$ cat config.mk
export PLATFORM = sky130hd
export DESIGN_NAME = decode_unit
export DESIGN_NICKNAME = d
export VERILOG_FILES = /design/src/verilog/ctrl_pkg.sv /design/src/verilog/isa_pkg.sv /design/src/verilog/decode_unit.sv /design/src/verilog/id_ex_stage.sv /design/src/verilog/imm_gen.sv /design/src/verilog/main_control.sv
export SDC_FILE = /design/constraint.sdc
export NUM_CORES = 1
export LEC_CHECK = 0
export BUFFER_PORTS_ARGS = -buffer_cell sky130_fd_sc_hd__buf_2
export CORE_MARGIN = 2
export CORE_UTILIZATION = 46
export CTS_BUF_LIST = sky130_fd_sc_hd__clkbuf_4 sky130_fd_sc_hd__clkbuf_8
export DETAILED_ROUTE_END_ITERATION = 10
export GPL_TIMING_DRIVEN = 0
export PLACE_DENSITY = 0.78
export SYNTH_ARGS = -nofsm -noshare
export SYNTH_HDL_FRONTEND = slang
export SYNTH_SLANG_ARGS = --single-unit
$ cat constraint.sdc
create_clock -name clk -period 1.1 [get_ports clk]
set_input_delay 0.11 -clock clk [delete_from_list [all_inputs] [get_ports clk]]
set_output_delay 0.11 -clock clk [all_outputs]
set_load 0.03 [all_outputs]
$ cat src/verilog/ctrl_pkg.sv
package ctrl_pkg;

   // Widths of the two control encodings
   localparam int ALU_CLASS_W = 2;
   localparam int ALU_OP_W    = 4;

   // Coarse ALU class chosen by the main control decoder
   // ALU_ADD computes an address, ALU_BR compares two registers
   // ALU_REG and ALU_IMM leave the final choice to funct3 and funct7
   typedef enum logic [ALU_CLASS_W-1:0] {
      ALU_ADD = 2'd0,
      ALU_BR  = 2'd1,
      ALU_REG = 2'd2,
      ALU_IMM = 2'd3
   } alu_class_e;

   // Final operation handed to the execute stage
   // SUB doubles as the equality compare for BEQ and BNE
   // SLT and SLTU serve the signed and unsigned branch compares
   typedef enum logic [ALU_OP_W-1:0] {
      ADD  = 4'd0,
      SUB  = 4'd1,
      SLL  = 4'd2,
      SLT  = 4'd3,
      SLTU = 4'd4,
      XOR  = 4'd5,
      SRL  = 4'd6,
      SRA  = 4'd7,
      OR   = 4'd8,
      AND  = 4'd9
   } alu_op_e;

endpackage

$ cat src/verilog/isa_pkg.sv
package isa_pkg;

   // Data word width of the base integer ISA
   localparam int XLEN = 32;

   // Field widths shared by every instruction format
   localparam int OPC_W = 7;
   localparam int F3_W  = 3;
   localparam int F7_W  = 7;
   localparam int REG_W = 5;

   // Major opcodes that this decode stage understands
   localparam logic [OPC_W-1:0] OPC_OP     = 7'b0110011;
   localparam logic [OPC_W-1:0] OPC_OP_IMM = 7'b0010011;
   localparam logic [OPC_W-1:0] OPC_LOAD   = 7'b0000011;
   localparam logic [OPC_W-1:0] OPC_STORE  = 7'b0100011;
   localparam logic [OPC_W-1:0] OPC_BRANCH = 7'b1100011;
   localparam logic [OPC_W-1:0] OPC_JALR   = 7'b1100111;

   // Funct3 codes of the integer ALU operations
   // F3_SR covers both SRL and SRA, funct7 tells them apart
   localparam logic [F3_W-1:0] F3_ADD  = 3'b000;
   localparam logic [F3_W-1:0] F3_SLL  = 3'b001;
   localparam logic [F3_W-1:0] F3_SLT  = 3'b010;
   localparam logic [F3_W-1:0] F3_SLTU = 3'b011;
   localparam logic [F3_W-1:0] F3_XOR  = 3'b100;
   localparam logic [F3_W-1:0] F3_SR   = 3'b101;
   localparam logic [F3_W-1:0] F3_OR   = 3'b110;
   localparam logic [F3_W-1:0] F3_AND  = 3'b111;

   // Funct7 value that turns ADD into SUB and SRL into SRA
   localparam logic [F7_W-1:0] F7_ALT = 7'b0100000;

   // Register-register format
   typedef struct packed {
      logic [F7_W-1:0]  funct7;
      logic [REG_W-1:0] rs2;
      logic [REG_W-1:0] rs1;
      logic [F3_W-1:0]  funct3;
      logic [REG_W-1:0] rd;
      logic [OPC_W-1:0] opcode;
   } r_fmt_t;

   // Immediate format used by OP-IMM, loads and JALR
   typedef struct packed {
      logic [11:0]      imm_11_0;
      logic [REG_W-1:0] rs1;
      logic [F3_W-1:0]  funct3;
      logic [REG_W-1:0] rd;
      logic [OPC_W-1:0] opcode;
   } i_fmt_t;

   // Store format, the immediate is split around rs2 and rs1
   typedef struct packed {
      logic [6:0]       imm_11_5;
      logic [REG_W-1:0] rs2;
      logic [REG_W-1:0] rs1;
      logic [F3_W-1:0]  funct3;
      logic [4:0]       imm_4_0;
      logic [OPC_W-1:0] opcode;
   } s_fmt_t;

   // Branch format, bit 11 of the offset sits where the S format keeps bit 0
   typedef struct packed {
      logic             imm_12;
      logic [5:0]       imm_10_5;
      logic [REG_W-1:0] rs2;
      logic [REG_W-1:0] rs1;
      logic [F3_W-1:0]  funct3;
      logic [3:0]       imm_4_1;
      logic             imm_11;
      logic [OPC_W-1:0] opcode;
   } b_fmt_t;

   // One instruction word seen through each format
   typedef union packed {
      r_fmt_t r_fmt;
      i_fmt_t i_fmt;
      s_fmt_t s_fmt;
      b_fmt_t b_fmt;
   } instr_u;

endpackage
$ cat src/verilog/decode_unit.sv
module decode_unit
(
   input  logic                          clk,
   input  logic                          arst_n,
   input  logic                          in_valid,
   input  logic                          stall,
   input  logic                          flush,
   input  logic [isa_pkg::XLEN-1:0]      instr,
   output logic                          out_valid,
   output logic                          illegal_out,
   output logic                          reg_write_out,
   output logic                          mem_read_out,
   output logic                          mem_write_out,
   output logic                          mem_to_reg_out,
   output logic                          alu_src_out,
   output logic                          branch_out,
   output logic                          jump_out,
   output ctrl_pkg::alu_op_e             alu_op,
   output logic [isa_pkg::XLEN-1:0]      imm_out,
   output logic [isa_pkg::REG_W-1:0]     rs1_out,
   output logic [isa_pkg::REG_W-1:0]     rs2_out,
   output logic [isa_pkg::REG_W-1:0]     rd_out
);

   import isa_pkg::*;
   import ctrl_pkg::*;

   instr_u            instr_w;
   logic              reg_write;
   logic              mem_read;
   logic              mem_write;
   logic              mem_to_reg;
   logic              alu_src;
   logic              branch;
   logic              jump;
   logic              illegal;
   alu_class_e        alu_class;
   logic [XLEN-1:0]   imm;

   // The fetch word is reinterpreted, field positions come from the R view
   assign instr_w = instr;

   // Opcode alone decides the control levels
   main_control u_ctrl
   (
      .opcode     (instr_w.r_fmt.opcode),
      .reg_write  (reg_write),
      .mem_read   (mem_read),
      .mem_write  (mem_write),
      .mem_to_reg (mem_to_reg),
      .alu_src    (alu_src),
      .branch     (branch),
      .jump       (jump),
      .alu_class  (alu_class),
      .illegal    (illegal)
   );

   // The immediate generator needs the whole word since its bits are scattered
   imm_gen u_imm
   (
      .instr (instr_w),
      .imm   (imm)
   );

   // Register indices and funct fields bypass the decoders straight into the stage
   id_ex_stage u_stage
   (
      .clk            (clk),
      .arst_n         (arst_n),
      .in_valid       (in_valid),
      .stall          (stall),
      .flush          (flush),
      .reg_write      (reg_write),
      .mem_read       (mem_read),
      .mem_write      (mem_write),
      .mem_to_reg     (mem_to_reg),
      .alu_src        (alu_src),
      .branch         (branch),
      .jump           (jump),
      .alu_class      (alu_class),
      .illegal        (illegal),
      .imm            (imm),
      .funct3         (instr_w.r_fmt.funct3),
      .funct7         (instr_w.r_fmt.funct7),
      .rs1            (instr_w.r_fmt.rs1),
      .rs2            (instr_w.r_fmt.rs2),
      .rd             (instr_w.r_fmt.rd),
      .out_valid      (out_valid),
      .illegal_out    (illegal_out),
      .reg_write_out  (reg_write_out),
      .mem_read_out   (mem_read_out),
      .mem_write_out  (mem_write_out),
      .mem_to_reg_out (mem_to_reg_out),
      .alu_src_out    (alu_src_out),
      .branch_out     (branch_out),
      .jump_out       (jump_out),
      .alu_op         (alu_op),
      .imm_out        (imm_out),
      .rs1_out        (rs1_out),
      .rs2_out        (rs2_out),
      .rd_out         (rd_out)
   );

endmodule

$ cat src/verilog/id_ex_stage.sv
module id_ex_stage
(
   input  logic                          clk,
   input  logic                          arst_n,
   input  logic                          in_valid,
   input  logic                          stall,
   input  logic                          flush,
   input  logic                          reg_write,
   input  logic                          mem_read,
   input  logic                          mem_write,
   input  logic                          mem_to_reg,
   input  logic                          alu_src,
   input  logic                          branch,
   input  logic                          jump,
   input  ctrl_pkg::alu_class_e          alu_class,
   input  logic                          illegal,
   input  logic [isa_pkg::XLEN-1:0]      imm,
   input  logic [isa_pkg::F3_W-1:0]      funct3,
   input  logic [isa_pkg::F7_W-1:0]      funct7,
   input  logic [isa_pkg::REG_W-1:0]     rs1,
   input  logic [isa_pkg::REG_W-1:0]     rs2,
   input  logic [isa_pkg::REG_W-1:0]     rd,
   output logic                          out_valid,
   output logic                          illegal_out,
   output logic                          reg_write_out,
   output logic                          mem_read_out,
   output logic                          mem_write_out,
   output logic                          mem_to_reg_out,
   output logic                          alu_src_out,
   output logic                          branch_out,
   output logic                          jump_out,
   output ctrl_pkg::alu_op_e             alu_op,
   output logic [isa_pkg::XLEN-1:0]      imm_out,
   output logic [isa_pkg::REG_W-1:0]     rs1_out,
   output logic [isa_pkg::REG_W-1:0]     rs2_out,
   output logic [isa_pkg::REG_W-1:0]     rd_out
);

   import isa_pkg::*;
   import ctrl_pkg::*;

   logic    f7_alt;
   logic    ctrl_live;
   alu_op_e alu_op_nxt;

   // Controls only pass for a present and legal instruction
   assign ctrl_live = in_valid && !illegal;
   assign f7_alt    = (funct7 == F7_ALT);

   always_comb
   begin
      alu_op_nxt = ADD;
      case (alu_class)
         ALU_ADD:
         begin
            alu_op_nxt = ADD;
         end
         ALU_BR:
         begin
            // funct3[2:1] groups BEQ/BNE, BLT/BGE and BLTU/BGEU
            if (funct3[2:1] == 2'b00)
               alu_op_nxt = SUB;
            else if (funct3[2:1] == 2'b10)
               alu_op_nxt = SLT;
            else
               alu_op_nxt = SLTU;
         end
         default:
         begin
            // ALU_REG and ALU_IMM share the funct3 map
            // ADDI has no SUB twin because its funct7 bits belong to the immediate
            case (funct3)
               F3_ADD:  alu_op_nxt = (alu_class == ALU_REG && f7_alt) ? SUB : ADD;
               F3_SLL:  alu_op_nxt = SLL;
               F3_SLT:  alu_op_nxt = SLT;
               F3_SLTU: alu_op_nxt = SLTU;
               F3_XOR:  alu_op_nxt = XOR;
               F3_SR:   alu_op_nxt = f7_alt ? SRA : SRL;
               F3_OR:   alu_op_nxt = OR;
               F3_AND:  alu_op_nxt = AND;
               default: alu_op_nxt = ADD;
            endcase
         end
      endcase
   end

   // Slot validity and masked controls
   // Flush empties the slot even while execute is stalled
   always_ff @(posedge clk or negedge arst_n)
   begin
      if (!arst_n)
      begin
         out_valid      <= 1'b0;
         illegal_out    <= 1'b0;
         reg_write_out  <= 1'b0;
         mem_read_out   <= 1'b0;
         mem_write_out  <= 1'b0;
         mem_to_reg_out <= 1'b0;
         alu_src_out    <= 1'b0;
         branch_out     <= 1'b0;
         jump_out       <= 1'b0;
      end
      else if (flush)
      begin
         out_valid      <= 1'b0;
         illegal_out    <= 1'b0;
         reg_write_out  <= 1'b0;
         mem_read_out   <= 1'b0;
         mem_write_out  <= 1'b0;
         mem_to_reg_out <= 1'b0;
         alu_src_out    <= 1'b0;
         branch_out     <= 1'b0;
         jump_out       <= 1'b0;
      end
      else if (!stall)
      begin
         // An illegal word still occupies the slot so execute can trap on it
         out_valid      <= in_valid;
         illegal_out    <= in_valid && illegal;
         reg_write_out  <= reg_write && ctrl_live;
         mem_read_out   <= mem_read && ctrl_live;
         mem_write_out  <= mem_write && ctrl_live;
         mem_to_reg_out <= mem_to_reg && ctrl_live;
         alu_src_out    <= alu_src && ctrl_live;
         branch_out     <= branch && ctrl_live;
         jump_out       <= jump && ctrl_live;
      end
   end

   // Operands and ALU choice only matter while out_valid is high
   always_ff @(posedge clk)
   begin
      if (!stall)
      begin
         alu_op  <= alu_op_nxt;
         imm_out <= imm;
         rs1_out <= rs1;
         rs2_out <= rs2;
         rd_out  <= rd;
      end
   end

   // An empty slot never writes, accesses memory or redirects fetch
   a_empty_slot_quiet: assert property (@(posedge clk) disable iff (!arst_n)
      !out_valid |-> !(reg_write_out || mem_read_out || mem_write_out || branch_out || jump_out));

   // Execute sees the same instruction for as long as it stalls
   a_stall_holds: assert property (@(posedge clk) disable iff (!arst_n)
      (stall && !flush) |=> $stable({out_valid, illegal_out, reg_write_out, mem_read_out,
                                     mem_write_out, mem_to_reg_out, alu_src_out, branch_out,
                                     jump_out, alu_op, imm_out, rs1_out, rs2_out, rd_out}));

endmodule

$ cat src/verilog/imm_gen.sv
module imm_gen
(
   input  isa_pkg::instr_u              instr,
   output logic [isa_pkg::XLEN-1:0]     imm
);

   import isa_pkg::*;

   always_comb
   begin
      // Opcode bits are in the same place in every view
      case (instr.i_fmt.opcode)
         OPC_OP_IMM, OPC_LOAD, OPC_JALR:
         begin
            // Twelve contiguous bits at the top of the word
            imm = {{(XLEN-12){instr.i_fmt.imm_11_0[11]}}, instr.i_fmt.imm_11_0};
         end
         OPC_STORE:
         begin
            // Upper seven bits sit above rs2, lower five where rd would be
            imm = {{(XLEN-12){instr.s_fmt.imm_11_5[6]}},
                   instr.s_fmt.imm_11_5,
                   instr.s_fmt.imm_4_0};
         end
         OPC_BRANCH:
         begin
            // Offsets count half-words, so bit 0 is implied zero
            imm = {{(XLEN-13){instr.b_fmt.imm_12}},
                   instr.b_fmt.imm_12,
                   instr.b_fmt.imm_11,
                   instr.b_fmt.imm_10_5,
                   instr.b_fmt.imm_4_1,
                   1'b0};
         end
         default:
         begin
            // R-type carries no immediate and illegal words get none either
            imm = '0;
         end
      endcase
   end

   // Branch targets stay half-word aligned whatever bits the word holds
   always_comb
   begin
      if (instr.b_fmt.opcode == OPC_BRANCH)
      begin
         assert final (imm[0] == 1'b0)
            else $error("imm_gen: branch offset %h is odd", imm);
      end
   end

endmodule

$ cat src/verilog/main_control.sv
module main_control
(
   input  logic [isa_pkg::OPC_W-1:0] opcode,
   output logic                      reg_write,
   output logic                      mem_read,
   output logic                      mem_write,
   output logic                      mem_to_reg,
   output logic                      alu_src,
   output logic                      branch,
   output logic                      jump,
   output ctrl_pkg::alu_class_e      alu_class,
   output logic                      illegal
);

   import isa_pkg::*;
   import ctrl_pkg::*;

   always_comb
   begin
      // Everything starts low so each opcode only raises what it needs
      reg_write  = 1'b0;
      mem_read   = 1'b0;
      mem_write  = 1'b0;
      mem_to_reg = 1'b0;
      alu_src    = 1'b0;
      branch     = 1'b0;
      jump       = 1'b0;
      alu_class  = ALU_ADD;
      illegal    = 1'b0;
      case (opcode)
         OPC_OP:
         begin
            // Both operands come from registers, funct fields pick the operation
            reg_write = 1'b1;
            alu_class = ALU_REG;
         end
         OPC_OP_IMM:
         begin
            // Second operand is the I immediate
            reg_write = 1'b1;
            alu_src   = 1'b1;
            alu_class = ALU_IMM;
         end
         OPC_LOAD:
         begin
            // Address is rs1 plus offset and the result comes back from memory
            reg_write  = 1'b1;
            mem_read   = 1'b1;
            mem_to_reg = 1'b1;
            alu_src    = 1'b1;
            alu_class  = ALU_ADD;
         end
         OPC_STORE:
         begin
            // No register result, rs2 travels on as store data
            mem_write = 1'b1;
            alu_src   = 1'b1;
            alu_class = ALU_ADD;
         end
         OPC_BRANCH:
         begin
            // The ALU compares rs1 with rs2, the target adder lives elsewhere
            branch    = 1'b1;
            alu_class = ALU_BR;
         end
         OPC_JALR:
         begin
            // Target is rs1 plus offset, rd receives the link address
            jump      = 1'b1;
            reg_write = 1'b1;
            alu_src   = 1'b1;
            alu_class = ALU_ADD;
         end
         default:
         begin
            // Unknown opcodes keep every control low and are only flagged
            illegal = 1'b1;
         end
      endcase
   end

   // A single opcode never drives both memory strobes
   always_comb
   begin
      assert final (!(mem_read && mem_write))
         else $error("main_control: load and store strobes both set for opcode %b", opcode);
   end

   // An illegal opcode must leave no trace in the register file or memory
   always_comb
   begin
      assert final (!illegal || !(reg_write || mem_write || jump || branch))
         else $error("main_control: illegal opcode %b still writes state", opcode);
   end

endmodule

; After elaboration in Yosys (flattened, before gate mapping)
; Index checks and enable logic that the tools add are counted.
[word_totals]
reg_bits = 59
latchBits = 0
mem_bits_rw = 0
romBits = 0
in_bits = 37
out_inout_bits = 60
wordCells = 78
n_memories = 0
[op_classes]
n_addsub = 0
multipliers = 0
n_div = 0
n_lt_le_gt_ge = 0
n_eq_ne = 18
n_shift = 0
muxes = 31
bitwise = 0
n_reduce_logical = 16
[ops]
columns = cell, count
row1 = one-hot mux 32 bit (3 select lines), 1
row2 = one-hot mux 4 bit (8 select lines), 1
row3 = two-way mux 1 bit, 25
row4 = equality test 7 x 6 -> 1 bit (second input constant), 3
row5 = equality test 7 bit (second input constant), 2
row6 = equality test 3 bit (second input constant), 4
row7 = logical AND 1 bit, 9
row8 = one-hot mux 4 bit (2 select lines), 1
row9 = OR reduction 4 bit, 2
row10 = equality test 7 x 2 -> 1 bit (second input constant), 1
row11 = equality test 7 x 5 -> 1 bit (second input constant), 1
row12 = equality test 3 x 2 -> 1 bit (second input constant), 2
row13 = one-hot mux 2 bit (3 select lines), 1
row14 = OR reduction 6 bit, 1
row15 = equality test 2 bit (second input constant), 2
row16 = logical NOT 2 bit, 2
row17 = two-way mux 4 bit, 1
row18 = equality test 3 x 1 -> 1 bit (second input constant), 1
row19 = logical NOT 3 bit, 1
row20 = two-way mux 3 bit, 1
row21 = OR reduction 3 bit, 1
row22 = equality test 2 x 1 -> 1 bit (second input constant), 1
row23 = != test 2 x 1 -> 1 bit (second input constant), 1

; Depth between registers and ports, before layout
; Gate-level depths: netlist of run 1.
[logic_depth]
ltp_word = 7
depth_mapped = 5
ltp_nobuf = 4

; Hierarchy
; From an unflattened synthesis of run 1, not the netlist that was laid out.
[hier_totals]
cells_unflattened = 183
area_unflattened_um2 = 2556.2
[modules_own_cells]
columns = mod, instances, cells_per_inst, area_per_inst_um2, seq_area_each_um2
row1 = id_ex_stage, 1, 113, 2055.7, 1756.7
row2 = imm_gen, 1, 48, 372.9, 0.0
row3 = main_control, 1, 22, 127.6, 0.0

; Worst setup path before layout of run 1
; Ideal clock, no wire load.
[synth_path]
kind = input -> register
from = in stall
to = reg u_stage.illegal_out
setup_time_ps = 122
arrival_time_ps = 1217
required_time_ps = 978
path_slack_ps = -238
stages = 3
n_path_buf = 0
path_cell_list = inv_1 > nor2_1 > a32o_1
[synth_via]
elab_chain_cells = 1
[synth_lines]
columns = element, line_no
row1 = start: declaration, decode_unit.sv:6  ; input logic stall,
row2 = != test 2 x 1 -> 1 bit (no line), n/a
row3 = end signal: assignment, id_ex_stage.sv:119  ; illegal_out <= in_valid && illegal;
row4 = end: declaration, id_ex_stage.sv:24  ; output logic illegal_out,
; No other way between the ends.
; A chain may end at the register's enable or synchronous reset.

==> results of run 1 <==
-- state kept, by name (all words and copies together), names as in the netlist, 4 cells and up --
register and flops:
u_stage.alu_op 4, u_stage.rs2_out 5, u_stage.rd_out 5, u_stage.rs1_out 5
u_stage.imm_out 13
-- kinds of logic after synthesis --
| kind of cell | count (synthesis) | synth area share |
|---|---|---|
| compound gates | 24 | 0.101 |
| buf+inv | 24 | 0.0955 |
| flops | 40 | 0.642 |
| simple gates | 50 | 0.161 |
-- routing by layer --
metal / vias to the layer above / track usage / routed length, um
li1: 716 / - / -
met1: 683 / 0.249 / 1780
met2: 69 / 0.381 / 2330
met3: 6 / 0.0507 / 413
met4: 0 / 0.0612 / 46
met5: - / 0 / 0
-- power groups by stage --
| stage | clock, W | combinational, W | sequential (W) |
|---|---|---|---|
| 2_1_floorplan | 0 | 0.000232 | 0.00197 |
| 3_3_place_gp | 0 | 0.000636 | 0.00179 |
| 3_5_place_dp | 0 | 0.000643 | 0.00179 |
| 4_1_cts | 0.00115 | 0.000741 | 0.00175 |
| 5_1_grt | 0.00122 | 0.000804 | 0.00176 |
| 6_report | 0.00114 | 0.000760 | 0.00175 |
-- cell type report --
type	count	area, um^2	share of cell area
inverters	2	11.3	0.00416
repair inverters	1	7.51	0.00277
clock inverters	3	37.5	0.0139
clock buffers	5	68.8	0.0254
multi-input cells	74	489	0.181
repair buffers	103	683	0.252
well taps	48	60.1	0.0222
flip-flops and latches	40	1160	0.429
plain buffers	22	188	0.0693
-- timing repair --
item | CTS | global route
resized for setup | 47 | 6
endpoints found under the hold margin | 9 | 2
buffers inserted | 4 | 1
cloned | 1 | 0
hold buffers | 2 | 2
pin swaps | 1 | 0
endpoints found under the setup margin | 27 | 22
-- per-stage QoR --
step	power, W	setup WS [ns]
finish	0.00365	-0.191
global route	0.00378	-0.233
CTS	0.00364	-0.143
detailed placement	0.00243	-0.419
global placement	0.00242	-0.383
floorplan	0.00220	-0.0599
-- Yosys cell counts (all sizes together) --
cell / count / area [um^2]
nand4b: 1 / 8.76
buf: 22 / 165
a211o: 1 / 8.76
or4: 1 / 7.51
nor2b: 2 / 12.5
a21boi: 1 / 7.51
and3b: 1 / 10.0
nand2b: 4 / 25.0
inv: 2 / 7.51
dfrtp: 8 / 200
o221ai: 1 / 15.0
nor3b: 2 / 20.0
or3: 1 / 6.26
a32oi: 1 / 8.76
a21oi: 6 / 33.8
and2: 7 / 43.8
edfxtp: 32 / 961
nor4: 1 / 6.26
a21o: 1 / 7.51
o21ai: 4 / 20.0
a32o: 3 / 30.0
nand3: 7 / 35.0
a22o: 5 / 43.8
nor2: 4 / 22.5
nand2: 12 / 45.0
and3: 3 / 18.8
nand3b: 2 / 15.0
o211ai: 1 / 7.51
nor3: 2 / 15.0
-- how the worst max path moves through the flow --
stage	startpoint	slack, ns	end
2_1_floorplan	u_stage.imm_out[30]	-0.06	imm_out[13]
3_3_place_gp	instr[3]	-0.38	u_stage.alu_op[0]
3_5_place_dp	stall	-0.42	u_stage.jump_out
4_1_cts	u_stage.imm_out[30]	-0.14	imm_out[22]
5_1_grt	u_stage.imm_out[30]	-0.23	imm_out[28]
6_report	u_stage.imm_out[30]	-0.19	imm_out[22]
==> results.md, run 1 <==
- The ratio of cells with drive above 1 in the final layout is 0.544.
- After layout, the minimum clock period comes to 1.29 ns.
- Counting the buffers created by CTS gives 5.
- Setup repair after global routing could not meet its margin everywhere.
- The clock insertion delay at the later pin of the skew report is 0.28 ns.
- The kind of cell with the highest combined delay along the critical path is flip-flops.
- The number of stages on the worst setup path is 3.
- The number of nets with antenna violations after routing is 0.
- The destination of the worst register-to-register timing path is u_stage.mem_to_reg_out.
- The final cell count without fillers is 298.
- In the layout the commonest cells are buf_2 (73), edfxtp_1 (32), buf_6 (29).
- Summed over all layers, the global routing overflow is 0.
- The final routed wire length divided by cell count is 15.4 um.
- The critical path in this run is classified as flip-flop to output port.
- Setup violations remaining at the end of the flow were counted as 20.
- The number of cells on the worst reg-to-reg path is 3.
- Once layout is done, the placed cells without fillers occupy 2710 um^2.
- The slew at the pin with the worst max-slew slack is 0.380 ns.
- The worst setup path is launched from a flip-flop.
- The post-route setup TNS is -3.50 ns.
- The layout filler cell count is 280.
- The routed layout has 1474 vias.
- The highest achievable clock rate is 0.775 GHz.
- Each instance of the synthesized netlist takes up on average 13.1 um^2.
- The routed design has 4580 um of wire.
- The launch instance of the worst register-to-register path is u_stage.mem_to_reg_out.
- Of the total power, the clock network draws 0.312.
- Counting every net in the synthesized netlist gives 175.
- The worst reg-to-reg setup slack is 0.36 ns.
- In the finished design, the share of the clock period the worst path needs comes to 1.17.
- Clock-pin slew was measured on the worst setup and hold paths at 0.08 ns.
- Of the total power, registers draw 0.480.
- Routability-driven placement finished with a final weighted congestion of 0.818.
- The antenna cell count is 0.
- The switching power as a share of total power is 0.267.
- The cell area that synthesis handed to floorplanning was 1810 um^2.
- The floorplan step defined a core boundary enclosing 3720 um^2.
- Data arrives at the worst endpoint at 1.18 ns.
- The clock tree root driver cell is clkbuf_8.
- TritonCTS built the clock tree.
- Across every metal layer, demand over resource in global routing totals 0.212.
- Between clock sinks in the finished design, the worst skew comes to 0 ns.
- The largest single stage delay on the critical path is 0.45 ns.
- The number of instances in the synthesized netlist is 138.
- The number of global-route vias before repair is 1387.
- The final max-slew violation count is 0.
- Measured against its own limit, the worst slew margin works out to 0.746.
- The sum of buffers and inverters on the critical path is 3.
- In this run the static leakage power is 1.21 nW.
- The share of the Yosys chip area taken by registers is 0.642.
- The number of placed instances, taps included is 280.
- The kind of capture point of the worst setup path is an output port.
- In this design, the critical path's most frequently occurring cell is buf_6.
- The tree built by TritonCTS fans out to 40 sinks.
- The die covers 4450 um^2.
- The floorplan step set the die width to 66.7 um.
- From bottom edge to top edge, the die measures 66.7 um.
- The required time of the critical path is 0.99 ns.
- The starting utilization of the core area is 0.487.
- The library cell used most frequently in the layout, excluding fill and tap cells, is buf_2.
- 97 I/O pins were placed.
- The signal on the critical path passes through buf_6 > buf_4 > buf_6.
- The count of unresolved DRC violations after routing is 0.
- The standard cell with the maximum stage delay on the critical path is edfxtp_1.
- Measured on the finished design, the core utilization comes to 0.728.
- The number of max-cap violations is 0.
- The flow ran to the end, but the final reports show violations.
- The synthesis warning total is 0.
- From synthesis to final layout, the design area changed by 49.7%.
- The final hold violation count was 0.
- The minimum setup slack in the final design is -0.191 ns.
- The HPWL after detailed placement is 2890 um.
- The violation count after the first detailed-routing iteration is 109.
- The initial antenna violation count is 0.
- The first TritonRoute pass finished after 4 iterations.
- The checks that failed: setup timing.
- The highest ir drop seen on vdd is 767 uV.
- The number of different library cells used by synthesis comes to 36.
- The initialized floorplan defines 22 standard-cell rows.
- The worst hold path belongs to the class input pin to flip-flop.
- Cell internal power was estimated by the tool at 0.00267 W.
- The number of levels in the clock H-tree is 2.
- The final layout net count is 286.
- For hold timing, the worst endpoint is u_stage.rs2_out[4].
- The synthesized design contains 40 register bits.
- The highest fanout seen on the critical path is 10.
- The hold path startpoint is instr[24].
- The cell area after placement is 2350 um^2.
- In this run the deepest clock path goes through 2 buffers.
- The part of the total power dissipated in combinational logic is 0.208.
- In this run the power density over the cells is 1350 nW/um^2.
- The worst hold slack across all endpoints is 0.0104 ns.
- The hold-critical path depth is 1.
- Entering global routing, the biggest net connects 18 pins.
- The net switching power is 0.000974 W.
- The via count normalized by instance count is 4.95.
- The count of buffers added on input and output ports is 94.
- The first-pass GRT wire length is 6730 um.
(Power assumes the default switching activity.)
==> run 2, diff against run 1 <==
--- a/config.mk
+++ b/config.mk
@@ -7,11 +7,12 @@
 export LEC_CHECK = 0
 export BUFFER_PORTS_ARGS = -buffer_cell sky130_fd_sc_hd__buf_2
 export CORE_MARGIN = 2
-export CORE_UTILIZATION = 46
+export CORE_UTILIZATION = 51
 export CTS_BUF_LIST = sky130_fd_sc_hd__clkbuf_4 sky130_fd_sc_hd__clkbuf_8
 export DETAILED_ROUTE_END_ITERATION = 10
 export GPL_TIMING_DRIVEN = 0
-export PLACE_DENSITY = 0.78
+export PLACE_DENSITY = 0.79
 export SYNTH_ARGS = -nofsm -noshare
 export SYNTH_HDL_FRONTEND = slang
+export SYNTH_HIERARCHICAL = 1
 export SYNTH_SLANG_ARGS = --single-unit
==> run 2 against run 1 <==
Against the previous run:
- the run now ends clean
- fmax up 25%
- critical path type is now input pin to flip-flop
- sequential power rose by 50%
- largest cell class unchanged
- critical path depth rose by 5
- first-iteration DRC count is 46% lower
- highest routed layer unchanged
- largest power group unchanged
- synthesized cell count is 33% higher
==> results.md, run 2 <==
- The biggest area contributor in the post-synthesis netlist is edfxtp_1.
- The power share of the clock group is 0.331.
- Counting the fill cells in the layout gives 332.
- Setup repair after global routing could not meet its margin everywhere.
- The highest fanout seen on the critical path is 7.
- The synthesis warning total is 6.
- After clock tree synthesis, the clock-pin slew on the worst setup and hold paths is 0.07 ns.
- The power share of the sequential group is 0.524.
- After routing the design area is 3550 um^2.
- In the global route stage, overall resource usage came out at 0.186.
- In the synthesized netlist the dominant register cell turns out to be edfxtp_1.
- In the final timing run, aggregate negative setup slack is 0 ns.
- The routed layout has 1812 vias.
- The leakage power of the design is 1.53 nW.
- The number of distinct library cells after synthesis is 40.
- The global placement routability congestion is 0.748.
- The number of enable-type register cells in the synthesized netlist is 51.
- Buffers inserted during clock tree synthesis total 9.
- The tool flagged a number of max-cap violations equal to 0.
- Setup violations remaining at the end of the flow were counted as 0.
- Clock latency on the worst-skew pair, taken at its later pin, is 0.32 ns.
- The area added between synthesis and finish is 39.0%.
- The wire-length estimate of the detail-placed layout is 3380 um.
- The analysis attributes to net switching a power of 0.00138 W.
- The total clock sinks is 60.
- The flip-flop and latch count after synthesis is 60.
- After detailed routing, the total wire length is 5110 um.
- After floorplanning, the core was divided into 25 placement rows.
- The starting utilization of the core area is 0.534.
- Sorting the synthesized cells by area gives the leading types as edfxtp_1 (60%), dfrtp_1 (8.8%), buf_4 (6.5%).
- Derived from the worst setup path, the maximum achievable clock frequency is 0.968 GHz.
- The die covers 5590 um^2.
- Of all flip-flops after synthesis, the portion carrying an async set or reset was 0.150.
- The number of levels in the clock H-tree is 3.
- The flip-flop count of the largest register, all copies and words added is 32.
- The number of I/O pins is 97.
- The number of nets with antenna violations after routing is 0.
- The via count normalized by instance count is 4.81.
- The worst-case IR drop observed on VDD is 834 uV.
- The final hold violation count is 0.
- The area of the core region is 4790 um^2.
- The internal power summed over all cells is 0.00365 W.
- The sequential area share after synthesis is 0.687.
- The worst setup path is captured at a flip-flop.
- The number of iterations in the first detailed-routing pass is 4.
- The count of unresolved DRC violations after routing is 0.
- The class of the tightest hold or removal check is input pin to flip-flop.
- After synthesis, the most frequently instantiated cells are edfxtp_1 (51), buf_4 (22), nand2_1 (15).
- The synthesized netlist occupies a cell area of 2560 um^2.
- The worst hold slack across all endpoints is 0.0490 ns.
- The tree is rooted in a clkbuf_8.
- Power spread over the standard cell area amounts to 1410 nW/um^2.
- Buffers placed on the I/O ports in this run total 92.
- The minimum clock period after layout is 1.03 ns.
- The required time of the critical path is 1.25 ns.
- Of the total power, the share spent switching nets is 0.274.
- After global routing the overflow that remains totals 0.
- The portion of synthesized cell area occupied by the leading cell type is 0.599.
- In the finished design, the share of the clock period the worst path needs comes to 0.939.
- The final routed wire length divided by cell count is 13.6 um.
- The floorplan step set the die width to 74.8 um.
- After the first detailed-routing iteration, the DRC count stood at 59.
- The ratio of cells with drive above 1 in the final layout is 0.487.
- On the final layout, the worst clock skew is 0 ns.
- The first global-routing pass estimated 7710 um of wire.
- The number of global-route vias before repair is 1721.
- The number of instances in the synthesized netlist is 183.
- At the pin with the least slew margin, the transition time is 0.521 ns.
- The headroom to the max-slew limit is 0.652.
- The final max-slew violation count came to 0.
- The worst setup path is of the input pin to flip-flop kind.
- The net count of the finished layout is 342.
- Counting tap cells, the placed design contains a total of 342 instances.
- The antenna cell count is 0.
- Counting along the longest clock path gives a buffer depth of 2.
- The kind of start point of the critical path is an input pin.
- Data arrives at the worst endpoint at 1.18 ns.
- Leaving out fill and tap cells, the most frequent cell in the layout is buf_2.
- u_stage/imm_out holds more flip-flops than any other register.
- Of the total power, combinational logic draws 0.145.
- The cell area after placement is 3120 um^2.
- The average size of a mapped cell is 14.0 um^2.
- The number of nets produced by synthesis is 220.
- The initial antenna violation count is 0.
- The floorplan step set the die height to 74.8 um.
- In the layout the commonest cells are buf_2 (88), edfxtp_1 (51), buf_4 (25).
- The maximum number of pins on one net before global-route repair is 60.
- The TritonCTS clock tree is done.
- The final cell count without fillers is 377.
- The most common cell in the netlist is edfxtp_1.
- The run finished with clean final reports.
## run 2: cell types whose count changed in the layout (fill, tap and decap cells not counted), moves of 4 or more
cell           before  now
clkbuf_8            5    9
edfxtp_1           32   51
buf_4              18   25
nor2_1              2    7
a21oi_1             5   10
buf_2              73   88
dlygate4sd3_1       4   16
buf_6              29    5
## run 2: path summary, 6_finish.rpt
path / startpoint / to / slack [ns] / cells after the start
max in group asynchronous: arst_n / u_stage/illegal_out / 0.76 / 2
worst max register to register: u_stage/out_valid / u_stage/out_valid / 0.42 / 2
worst max-delay path: instr[3] / u_stage/alu_op[0] / 0.07 / 8
min in group asynchronous: arst_n / u_stage/mem_read_out / 0.16 / 2
worst min-delay path: in_valid / u_stage/out_valid / 0.05 / 3
worst min register to register: u_stage/out_valid / u_stage/out_valid / 0.53 / 2
## run 2: metrics by stage
step | util | power, W | setup slack (ns)
6_report | 0.742 | 0.00502 | 0.0666
5_1_grt | 0.742 | 0.00519 | -0.0436
2_1_floorplan | - | 0.00310 | -0.0936
3_5_place_dp | 0.652 | 0.00334 | -0.404
4_1_cts | 0.724 | 0.00503 | 0.00637
3_3_place_gp | 0.652 | 0.00333 | -0.371
## run 2: what timing repair did
action	in CTS	in global routing
pin swaps	0	3
buffers inserted	1	1
endpoints found under the hold margin	24	0
hold buffers	16	0
resized for setup	3	19
cloned	0	1
endpoints found under the setup margin	3	9
## run 2: final cells by class
| class | instances | area, um^2 | share of cell area |
|---|---|---|---|
| Sequential cell | 60 | 1760 | 0.494 |
| Timing Repair Buffer | 111 | 674 | 0.190 |
| Multi-Input combinational cell | 92 | 657 | 0.185 |
| Buffer | 26 | 190 | 0.0535 |
| Clock buffer | 9 | 124 | 0.0349 |
| Tap cell | 67 | 83.8 | 0.0236 |
| Clock inverter | 7 | 43.8 | 0.0123 |
| Inverter | 5 | 23.8 | 0.00669 |
## run 2: kinds of logic after synthesis
family,share of synthesized area
buffers and inverters,0.0793
flip-flops,0.687
AND/OR/NAND/NOR,0.149
multiplexers,0.00392
AO/OA/AOI/OAI,0.0773
XOR/XNOR,0.00343
## run 2: per-layer routing
layer | track usage | wire [um]
met5 | 0 | 0
met4 | 0.0893 | 91
met3 | 0.0535 | 379
met2 | 0.327 | 2610
met1 | 0.208 | 2040
## run 2: worst max-delay path, stage by stage
cell	delay, ns
buf_6	0.09
nand3b_4	0.18
nand2b_4	0.18
nor2_4	0.10
buf_6	0.13
nor4bb_4	0.18
nand4_1	0.10
o311ai_1	0.10
## run 2: power by group through the flow
stage	clock, W	sequential [W]	combinational (W)
6_report	0.00167	0.00263	0.000728
5_1_grt	0.00177	0.00264	0.000780
4_1_cts	0.00168	0.00263	0.000710
3_5_place_dp	0	0.00268	0.000660
3_3_place_gp	0	0.00268	0.000649
2_1_floorplan	0	0.00296	0.000141
